## config.mk

```make
export PLATFORM = sky130hd
export DESIGN_NAME = arcade_game
export DESIGN_NICKNAME = d
export VERILOG_FILES = /design/src/logic/arcade_pkg.sv /design/src/logic/arcade_game.sv /design/src/logic/cen_gen.sv /design/src/logic/rom_download.sv /design/src/logic/rom_slot_arbiter.sv /design/src/logic/video_timer.sv
export SDC_FILE = /design/constraint.sdc
export NUM_CORES = 1
export LEC_CHECK = 0
export ABC_AREA = 1
export BUFFER_PORTS_ARGS = -buffer_cell sky130_fd_sc_hd__buf_2
export CORE_ASPECT_RATIO = 1.75
export CORE_MARGIN = 5
export CORE_UTILIZATION = 50
export CTS_CLUSTER_DIAMETER = 40
export DETAILED_ROUTE_END_ITERATION = 12
export PLACE_DENSITY = 0.73
export SYNTH_ARGS = -nofsm -noshare
export SYNTH_HDL_FRONTEND = slang
export SYNTH_HIERARCHICAL = 1
export SYNTH_SLANG_ARGS = --single-unit
```

## constraint.sdc

```tcl
create_clock -name clk -period 2.91 [get_ports clk]
set_input_delay 0.1455 -clock clk [delete_from_list [all_inputs] [get_ports clk]]
set_output_delay 0.1455 -clock clk [all_outputs]
set_load 0.03 [all_outputs]
```

## src/logic/arcade_pkg.sv

```systemverilog
package arcade_pkg;

    // Address widths
    localparam int sdram_aw = 22;  // SDRAM word address, 16-bit units
    localparam int main_aw  = 17;  // Main CPU byte address
    localparam int char_aw  = 14;  // Char word address
    localparam int obj_aw   = 17;  // Object word address

    // ROM regions inside the SDRAM, in 16-bit words
    localparam logic [sdram_aw-1:0] main_offset = 22'h00000;
    localparam logic [sdram_aw-1:0] char_offset = 22'h14000;
    localparam logic [sdram_aw-1:0] obj_offset  = 22'h36000;

    // Horizontal timing in pixels
    localparam logic [8:0] h_total   = 9'd384;
    localparam logic [8:0] h_visible = 9'd256;  // LHBL high below this
    localparam logic [8:0] hs_start  = 9'd304;
    localparam logic [8:0] hs_end    = 9'd336;  // First pixel after HS

    // Vertical timing in lines
    localparam logic [8:0] v_total  = 9'd256;
    localparam logic [8:0] vb_end   = 9'd16;   // First visible line
    localparam logic [8:0] vb_start = 9'd240;  // First blanked line
    localparam logic [8:0] vs_start = 9'd248;
    localparam logic [8:0] vs_end   = 9'd252;

    // ROM request engine
    typedef enum logic [1:0] {
        ARB_IDLE,
        ARB_WAIT_ACK,   // sdram_req held up
        ARB_WAIT_DATA   // Acked, line still to come
    } arb_state_t;

    // ROM clients, listed in priority order
    typedef enum logic [1:0] {
        SLOT_MAIN,
        SLOT_CHAR,
        SLOT_OBJ
    } slot_id_t;

endpackage

```

## src/logic/arcade_game.sv

```systemverilog
`timescale 1ns/1ps

module arcade_game (
    input  logic        clk,
    input  logic        arst_n,
    // Clock enables
    output logic        pxl2_cen,   // 16 MHz
    output logic        pxl_cen,    // 8 MHz
    output logic        cpu_cen,    // 4 MHz
    // Video timing
    output logic [8:0]  h,
    output logic [8:0]  v,
    output logic        lhbl,
    output logic        lvbl,
    output logic        hs,
    output logic        vs,
    output logic        hinit,
    // ROM loader
    input  logic        downloading,
    output logic        dwnld_busy,
    input  logic        loop_rst,
    input  logic [24:0] ioctl_addr,
    input  logic [7:0]  ioctl_data,
    input  logic        ioctl_wr,
    output logic [arcade_pkg::sdram_aw-1:0] prog_addr,
    output logic [7:0]  prog_data,
    output logic [1:0]  prog_mask,
    output logic        prog_we,
    // SDRAM
    output logic        sdram_req,
    output logic [arcade_pkg::sdram_aw-1:0] sdram_addr,
    input  logic        sdram_ack,
    input  logic        data_rdy,
    input  logic [31:0] data_read,
    output logic        refresh_en,
    // Main CPU ROM
    input  logic        main_cs,
    input  logic [arcade_pkg::main_aw-1:0] main_addr,
    output logic [7:0]  main_data,
    output logic        main_ok,
    // Char ROM
    input  logic [arcade_pkg::char_aw-1:0] char_addr,
    output logic [15:0] char_data,
    output logic        char_ok,
    // Object ROM
    input  logic [arcade_pkg::obj_aw-1:0]  obj_addr,
    output logic [15:0] obj_data,
    output logic        obj_ok
);

    logic vblank;

    assign vblank = ~lvbl;  // Refresh window

    cen_gen u_cen (
        .clk    ( clk      ),
        .arst_n ( arst_n   ),
        .cen16  ( pxl2_cen ),
        .cen8   ( pxl_cen  ),
        .cen4   ( cpu_cen  )
    );

    video_timer u_timer (
        .clk     ( clk     ),
        .arst_n  ( arst_n  ),
        .pxl_cen ( pxl_cen ),
        .h       ( h       ),
        .v       ( v       ),
        .lhbl    ( lhbl    ),
        .lvbl    ( lvbl    ),
        .hs      ( hs      ),
        .vs      ( vs      ),
        .hinit   ( hinit   )
    );

    rom_download u_dwnld (
        .clk         ( clk         ),
        .arst_n      ( arst_n      ),
        .downloading ( downloading ),
        .ioctl_addr  ( ioctl_addr  ),
        .ioctl_data  ( ioctl_data  ),
        .ioctl_wr    ( ioctl_wr    ),
        .sdram_ack   ( sdram_ack   ),
        .dwnld_busy  ( dwnld_busy  ),
        .prog_addr   ( prog_addr   ),
        .prog_data   ( prog_data   ),
        .prog_mask   ( prog_mask   ),
        .prog_we     ( prog_we     )
    );

    rom_slot_arbiter u_rom (
        .clk         ( clk         ),
        .arst_n      ( arst_n      ),
        .downloading ( downloading ),
        .loop_rst    ( loop_rst    ),
        .vblank      ( vblank      ),
        .main_cs     ( main_cs     ),
        .main_addr   ( main_addr   ),
        .char_cs     ( lvbl        ),  // Char fetches only in active lines
        .char_addr   ( char_addr   ),
        .obj_addr    ( obj_addr    ),
        .sdram_ack   ( sdram_ack   ),
        .data_rdy    ( data_rdy    ),
        .data_read   ( data_read   ),
        .main_data   ( main_data   ),
        .main_ok     ( main_ok     ),
        .char_data   ( char_data   ),
        .char_ok     ( char_ok     ),
        .obj_data    ( obj_data    ),
        .obj_ok      ( obj_ok      ),
        .sdram_req   ( sdram_req   ),
        .sdram_addr  ( sdram_addr  ),
        .refresh_en  ( refresh_en  )
    );

endmodule

```

## src/logic/cen_gen.sv

```systemverilog
`timescale 1ns/1ps

module cen_gen (
    input  logic clk,
    input  logic arst_n,
    output logic cen16,
    output logic cen8,
    output logic cen4
);

    // 48 MHz split into twelve phases
    logic [3:0] cnt;

    always_ff @(posedge clk or negedge arst_n) begin
        if (!arst_n) begin
            cnt   <= 4'd0;
            cen16 <= 1'b0;
            cen8  <= 1'b0;
            cen4  <= 1'b0;
        end else begin
            cnt <= (cnt == 4'd11) ? 4'd0 : cnt + 4'd1;

            // All three line up on phase 0
            cen4  <= (cnt == 4'd0);
            cen8  <= (cnt == 4'd0) || (cnt == 4'd6);
            case (cnt)
                4'd0, 4'd3, 4'd6, 4'd9: cen16 <= 1'b1;
                default:                cen16 <= 1'b0;
            endcase
        end
    end

endmodule

```

## src/logic/rom_download.sv

```systemverilog
`timescale 1ns/1ps

module rom_download (
    input  logic        clk,
    input  logic        arst_n,
    input  logic        downloading,
    input  logic [24:0] ioctl_addr,
    input  logic [7:0]  ioctl_data,
    input  logic        ioctl_wr,
    input  logic        sdram_ack,
    output logic        dwnld_busy,
    output logic [arcade_pkg::sdram_aw-1:0] prog_addr,
    output logic [7:0]  prog_data,
    output logic [1:0]  prog_mask,
    output logic        prog_we
);

    import arcade_pkg::*;

    logic byte_wr;

    assign byte_wr    = downloading && ioctl_wr;
    assign dwnld_busy = downloading;  // No read-back during load

    // Odd bytes land in the upper half of the word
    always_ff @(posedge clk or negedge arst_n) begin
        if (!arst_n) begin
            prog_addr <= '0;
            prog_data <= 8'd0;
            prog_mask <= 2'b11;
        end else if (byte_wr) begin
            prog_addr <= ioctl_addr[sdram_aw:1];
            prog_data <= ioctl_data;
            prog_mask <= ioctl_addr[0] ? 2'b01 : 2'b10;
        end
    end

    // Write strobe held until the SDRAM takes it
    always_ff @(posedge clk or negedge arst_n) begin
        if (!arst_n) begin
            prog_we <= 1'b0;
        end else if (byte_wr) begin
            prog_we <= 1'b1;
        end else if (sdram_ack) begin
            prog_we <= 1'b0;
        end
    end

endmodule

```

## src/logic/rom_slot_arbiter.sv

```systemverilog
`timescale 1ns/1ps

module rom_slot_arbiter (
    input  logic        clk,
    input  logic        arst_n,
    input  logic        downloading,
    input  logic        loop_rst,
    input  logic        vblank,
    input  logic        main_cs,
    input  logic [arcade_pkg::main_aw-1:0] main_addr,
    input  logic        char_cs,
    input  logic [arcade_pkg::char_aw-1:0] char_addr,
    input  logic [arcade_pkg::obj_aw-1:0]  obj_addr,
    input  logic        sdram_ack,
    input  logic        data_rdy,
    input  logic [31:0] data_read,
    output logic [7:0]  main_data,
    output logic        main_ok,
    output logic [15:0] char_data,
    output logic        char_ok,
    output logic [15:0] obj_data,
    output logic        obj_ok,
    output logic        sdram_req,
    output logic [arcade_pkg::sdram_aw-1:0] sdram_addr,
    output logic        refresh_en
);

    import arcade_pkg::*;

    arb_state_t state;
    slot_id_t   sel;       // Slot waiting for its line
    slot_id_t   next_sel;
    logic [2:0] valid;

    // One 32-bit line per slot
    logic [31:0]        main_line, char_line, obj_line;
    logic [main_aw-3:0] main_tag;
    logic [char_aw-2:0] char_tag;
    logic [obj_aw-2:0]  obj_tag;
    logic [obj_aw-2:0]  req_tag;   // Sized for the widest tag
    logic [obj_aw-2:0]  next_tag;

    logic main_hit, char_hit, obj_hit;
    logic main_miss, char_miss, obj_miss;
    logic start;
    logic [sdram_aw-1:0] base;
    logic [sdram_aw-1:0] line_word;

    assign main_hit = valid[SLOT_MAIN] && (main_tag == main_addr[main_aw-1:2]);
    assign char_hit = valid[SLOT_CHAR] && (char_tag == char_addr[char_aw-1:1]);
    assign obj_hit  = valid[SLOT_OBJ]  && (obj_tag == obj_addr[obj_aw-1:1]);

    assign main_ok = main_cs && main_hit;
    assign char_ok = char_cs && char_hit;
    assign obj_ok  = obj_hit;             // Object slot is always selected

    assign main_miss = main_cs && !main_hit;
    assign char_miss = char_cs && !char_hit;
    assign obj_miss  = !obj_hit;

    // Little endian byte pick with the low word first
    assign main_data = main_line[8*main_addr[1:0] +: 8];
    assign char_data = char_addr[0] ? char_line[31:16] : char_line[15:0];
    assign obj_data  = obj_addr[0] ? obj_line[31:16] : obj_line[15:0];

    assign start      = (state == ARB_IDLE) && !downloading &&
                        (main_miss || char_miss || obj_miss);
    assign refresh_en = (state == ARB_IDLE) && vblank;

    // Fixed priority main > char > obj on the even word of the line
    always_comb begin
        next_sel  = SLOT_OBJ;
        base      = obj_offset;
        line_word = '0;
        next_tag  = '0;
        if (main_miss) begin
            next_sel                   = SLOT_MAIN;
            base                       = main_offset;
            line_word[main_aw-2:1]     = main_addr[main_aw-1:2];
            next_tag[main_aw-3:0]      = main_addr[main_aw-1:2];
        end else if (char_miss) begin
            next_sel                   = SLOT_CHAR;
            base                       = char_offset;
            line_word[char_aw-1:1]     = char_addr[char_aw-1:1];
            next_tag[char_aw-2:0]      = char_addr[char_aw-1:1];
        end else begin
            line_word[obj_aw-1:1]      = obj_addr[obj_aw-1:1];
            next_tag                   = obj_addr[obj_aw-1:1];
        end
    end

    always_ff @(posedge clk or negedge arst_n) begin
        if (!arst_n) begin
            state     <= ARB_IDLE;
            sel       <= SLOT_MAIN;
            sdram_req <= 1'b0;
            valid     <= 3'b000;
        end else begin
            case (state)
                ARB_IDLE: if (start) begin
                    sel       <= next_sel;
                    sdram_req <= 1'b1;
                    state     <= ARB_WAIT_ACK;
                end
                ARB_WAIT_ACK: if (sdram_ack) begin
                    sdram_req <= 1'b0;
                    state     <= ARB_WAIT_DATA;
                end
                ARB_WAIT_DATA: if (data_rdy) begin
                    valid[sel] <= 1'b1;
                    state      <= ARB_IDLE;
                end
                default: state <= ARB_IDLE;
            endcase
            // New ROM contents or a game restart drop every line
            if (downloading || loop_rst) begin
                valid <= 3'b000;
            end
        end
    end

    // Address latched at the request and held through back-pressure
    always_ff @(posedge clk or negedge arst_n) begin
        if (!arst_n) begin
            sdram_addr <= '0;
            req_tag    <= '0;
            main_line  <= '0;
            char_line  <= '0;
            obj_line   <= '0;
            main_tag   <= '0;
            char_tag   <= '0;
            obj_tag    <= '0;
        end else begin
            if (start) begin
                sdram_addr <= base + line_word;
                req_tag    <= next_tag;
            end
            if (state == ARB_WAIT_DATA && data_rdy) begin
                case (sel)
                    SLOT_MAIN: begin
                        main_line <= data_read;
                        main_tag  <= req_tag[main_aw-3:0];
                    end
                    SLOT_CHAR: begin
                        char_line <= data_read;
                        char_tag  <= req_tag[char_aw-2:0];
                    end
                    default: begin
                        obj_line <= data_read;
                        obj_tag  <= req_tag;
                    end
                endcase
            end
        end
    end

endmodule

```

## src/logic/video_timer.sv

```systemverilog
`timescale 1ns/1ps

module video_timer (
    input  logic       clk,
    input  logic       arst_n,
    input  logic       pxl_cen,
    output logic [8:0] h,
    output logic [8:0] v,
    output logic       lhbl,
    output logic       lvbl,
    output logic       hs,
    output logic       vs,
    output logic       hinit
);

    import arcade_pkg::*;

    logic [8:0] h_next;
    logic [8:0] v_next;
    logic       h_wrap;

    // Counter values for the coming pixel step
    always_comb begin
        h_wrap = (h == h_total - 9'd1);
        h_next = h_wrap ? 9'd0 : h + 9'd1;
        v_next = v;
        if (h_wrap) begin
            v_next = (v == v_total - 9'd1) ? 9'd0 : v + 9'd1;
        end
    end

    always_ff @(posedge clk or negedge arst_n) begin
        if (!arst_n) begin
            h <= 9'd0;
            v <= 9'd0;
        end else if (pxl_cen) begin
            h <= h_next;
            v <= v_next;
        end
    end

    // Decoded from the next values so they switch with H and V
    always_ff @(posedge clk or negedge arst_n) begin
        if (!arst_n) begin
            lhbl <= 1'b1;  // H=0 is visible
            lvbl <= 1'b0;  // V=0 is inside vertical blank
            hs   <= 1'b0;
            vs   <= 1'b0;
        end else if (pxl_cen) begin
            lhbl <= (h_next < h_visible);
            lvbl <= (v_next >= vb_end) && (v_next < vb_start);
            hs   <= (h_next >= hs_start) && (h_next < hs_end);
            vs   <= (v_next >= vs_start) && (v_next < vs_end);
        end
    end

    // Line start strobe, one clk wide
    always_ff @(posedge clk or negedge arst_n) begin
        if (!arst_n) begin
            hinit <= 1'b0;
        end else begin
            hinit <= pxl_cen && h_wrap;
        end
    end

endmodule

```

==> key figures <==
Status
  – Status: complete, no violations

Clock tree
  – CTS tree: built
  – # hold bufs at CTS: 77
  – Total clock sinks: 233
  – H-tree depth: 1
  – Post-CTS setup buffers: 0
  – Clock buffer count from CTS: 28
  – CTS Root Cell: clkbuf_16
  – Cts repair resizes: 0
  – Max clock buf depth: 3
  – Clock-pin slew on the worst setup and hold paths: 0.06 ns
  – Clock Latency Late Sink: 0.55 ns

Global route
  – Largest net degree at the start of global routing: 88
  – Tot GR Track Use: 25.48%
  – Global-route wire length before repair: 52650 um
  – Vias in the first global route: 10670
  – Gr ovfl total: 0
  – Initial antenna violation count: 0

Power
  – P_sw: 4.013 mW
  – Pint: 7.310 mW
  – Sequential share of power: 41.2%
  – Clock Power Share: 31.7%
  – Static leakage: 7.528 nW
  – Switching share of power: 35.44%
  – Combinational power share: 27.0%
  – Power per Cell Area: 785.8 nW/um^2
  – Worst vdd rail ir drop: 586.6 uV
  – Power, Total: 11.32 mW

Critical path
  – Crit end category: flop
  – CP max-delay cell: dlygate4sd3_1
  – R2r startpoint: u_rom/char_tag[1]
  – CP Launch Type: flop
  – Worst path top cell family by delay: simple AND/OR/NAND/NOR gates
  – CP cell instances: inv_1 > nand2_1 > nand2_1 > nor2_1 > nand2_1 > nor2_1 > nand2_1 > nand2_2 > nand2_4 > clkinv_4 > nand2_2 > nand2_4 > inv_2 > nand3_1 > nand3_1 > dlygate4sd3_1
  – Worst Path Arrival: 3.14 ns
  – Worst Path Max Fanout: 26
  – Critical path class: reg2reg
  – Most used cell, CP: nand2_1
  – Critical Path Start: u_rom/char_tag[1]
  – Worst path bufs/invs: 4
  – CP peak stage delay: 0.55 ns
  – Required @ worst endpoint: 3.33 ns

Cells and area
  – Seq. cell area: 5834 sq um
  – N_diodes: 0
  – Fraction of layout cells with a size suffix above 1: 23.36%
  – Final instance area: 14410 sq um
  – Final Non-Filler Cells: 2004
  – Finished Core Util: 63.87%
  – # fillers: 1929
  – Multi-input gate area: 4492 sq um
  – P&R area growth vs syn: 26.42%
  – Nets: 1812

Logic synthesis
  – Register area share after synthesis: 51.19%
  – EDFF count, synth: 0
  – Yosys reg bits: 233
  – Library cells used by synthesis: 44
  – Cells after synthesis: 1395
  – Synth top area share: 50.50%
  – Synth Flop Type: dfrtp_1
  – Synth area leaders: dfrtp_1, nand2_1, o21ai_0
  – Syn avg cell area: 8.170 sq um
  – Ys Warns: 6
  – Cell taking the most area after synthesis: dfrtp_1
  – Synth Cell Area: 11400 sq um
  – Async SR Flop Fraction: 100.0%

STA
  – Final hold viol count: 0
  – Worst-Margin Slew: 0.9163 ns
  – Hold slack final: 0.02843 ns
  – Fin crit share: 93.43%
  – Final Max Slew Viols: 0
  – Crit path time final: 2.719 ns
  – Setup violations, final: 0
  – Setup TNS: 0 ns
  – Fmax: 367.8 MHz
  – Clock Skews: 0.01982 ns
  – Slew headroom: 38.85%
  – Unrepaired setup endpoints after global routing: false
  – Post-route setup slack: 0.1913 ns

Die
  – Die Ht: 209.7 um
  – # rows: 73
  – Die width: 124.1 um
  – Core area: 22560 sq um
  – IO Pins: 248
  – Total die area: 26030 sq um
  – Initial Util: 50.52%

Hold path
  – Hold_sp: main_addr[5]
  – Hold crit path type: in2reg

Placement
  – Cell area after placement: 12680 sq um
  – Inst Count DP: 1876
  – Post-detail-place hpwl: 22980 um
  – Buffers on Ports: 241
  – Post-Place Setup Slack: 0.4907 ns
  – Routability cong.: 0.8668

Route
  – DRC viols: 0
  – Final ANT Viol Nets: 0
  – Vias: 10290
  – 1st-iter DRT viols: 679
  – WL final: 33080 um
  – First drt pass iteration count: 6
  – Mean number of vias per cell: 5.137
  – Drt wl/cell: 16.51 um

Flow run
  – Maxcap violations: 0
-- synthesized netlist by cell type (2+ instances only) --
library cell / count
nor2_8: 2
xor2_1: 5
nand4_1: 5
o21ai_0: 182
nand2_2: 38
or2_2: 2
nor2_1: 100
buf_6: 4
o21ai_1: 13
buf_12: 3
ha_1: 8
a21oi_1: 27
o21ai_2: 3
o211ai_1: 3
dfstp_2: 3
o22ai_1: 10
nor2_2: 4
buf_4: 24
buf_1: 7
o21a_1: 18
nand2_1: 389
nand3_1: 68
mux2_2: 24
nor3_1: 3
buf_2: 10
dfrtp_1: 230
nand2_4: 4
inv_2: 8
inv_1: 156
clkbuf_1: 28
-- flip-flops by register name, indices dropped and copies added (netlist names), 2 cells and up --
| register | count |
|---|---|
| u_timer/v | 9 |
| u_rom/main_line | 32 |
| u_rom/main_tag | 15 |
| u_rom/valid | 3 |
| u_rom/state | 2 |
| u_cen/cnt | 4 |
| u_dwnld/prog_addr | 22 |
| u_timer/h | 9 |
| u_rom/req_tag | 16 |
| u_rom/sdram_addr | 6 |
| u_rom/obj_tag | 16 |
| u_rom/sel | 2 |
| u_rom/char_tag | 13 |
| u_dwnld/prog_data | 8 |
| u_rom/obj_line | 32 |
| u_dwnld/prog_mask | 2 |
| u_rom/char_line | 32 |
-- area by class of cell --
type | instances | area share (%)
Clock inverter | 21 | 1.659
Inverter | 166 | 4.359
Clock buffer | 30 | 4.984
Timing Repair Buffer | 331 | 14.73
Tap cell | 300 | 2.605
Multi-Input combinational cell | 923 | 31.17
Sequential cell | 233 | 40.49
-- final timing paths --
path / to / slack (ns) / cells after the start
hold / removal: u_rom/req_tag[3] / 0.03 / 5
max in group asynchronous: u_rom/char_tag[5] / 1.93 / 3
setup reg to reg: u_rom/req_tag[8] / 0.19 / 16
setup / recovery: u_rom/req_tag[8] / 0.19 / 16
min in group asynchronous: u_timer/v[2] / 0.16 / 2
hold reg to reg: u_dwnld/prog_mask[1] / 0.47 / 2
-- power groups by stage --
| stage | sequential [mW] | combinational, mW | clock, mW |
|---|---|---|---|
| 2_1_floorplan | 4.74 | 2.03 | 0 |
| 3_3_place_gp | 4.67 | 2.90 | 0 |
| 3_5_place_dp | 4.71 | 2.97 | 0 |
| 4_1_cts | 4.66 | 3.08 | 3.68 |
| 5_1_grt | 4.76 | 3.38 | 3.80 |
| 6_report | 4.67 | 3.06 | 3.59 |
-- logic make-up after synthesis --
logic type                 count (synthesis)  synth area share [%]
and+or+nand+nor                          619                 23.11
AOI/OAI and AO/OA                        261                 12.25
xor gates and xnor gates                   6                0.4611
muxes                                     25                 2.470
buffers and inverters                    242                 9.606
DFF                                      233                 51.19
other                                      1               0.03290
adders and majority gates                  8                0.8783
-- routing by layer --
| layer | global-route usage [%] | wire [um] | vias up |
|---|---|---|---|
| li1 | - | - | 4951 |
| met1 | 27.01 | 11600 | 4846 |
| met2 | 45.95 | 17610 | 372 |
| met3 | 4.098 | 1717 | 125 |
| met4 | 15.54 | 2158 | 0 |
| met5 | 0 | 0 | - |
-- worst register-to-register path: cells and delay by family (launching register included) --
family,cells,cell delay (ns)
and+or+nand+nor,12,1.37
DFF,1,0.36
buffers and inverters,4,0.85
-- cells in the final DEF (no fill, tap or decap), types with 6 or more instances in the layout --
| cell | instances |
|---|---|
| nand2_1 | 389 |
| o21ai_0 | 182 |
| mux2_2 | 24 |
| buf_2 | 240 |
| nor2_1 | 99 |
| o21ai_1 | 13 |
| inv_6 | 6 |
| nand3_1 | 68 |
| o22ai_1 | 10 |
| a21oi_1 | 27 |
| ha_1 | 8 |
| o21a_1 | 18 |
| inv_2 | 8 |
| clkbuf_16 | 28 |
| nand2_2 | 38 |
| inv_1 | 156 |
| dfrtp_1 | 230 |
| dlygate4sd3_1 | 77 |
| buf_4 | 10 |
No activity file was read; power rests on OpenSTA's default activity.
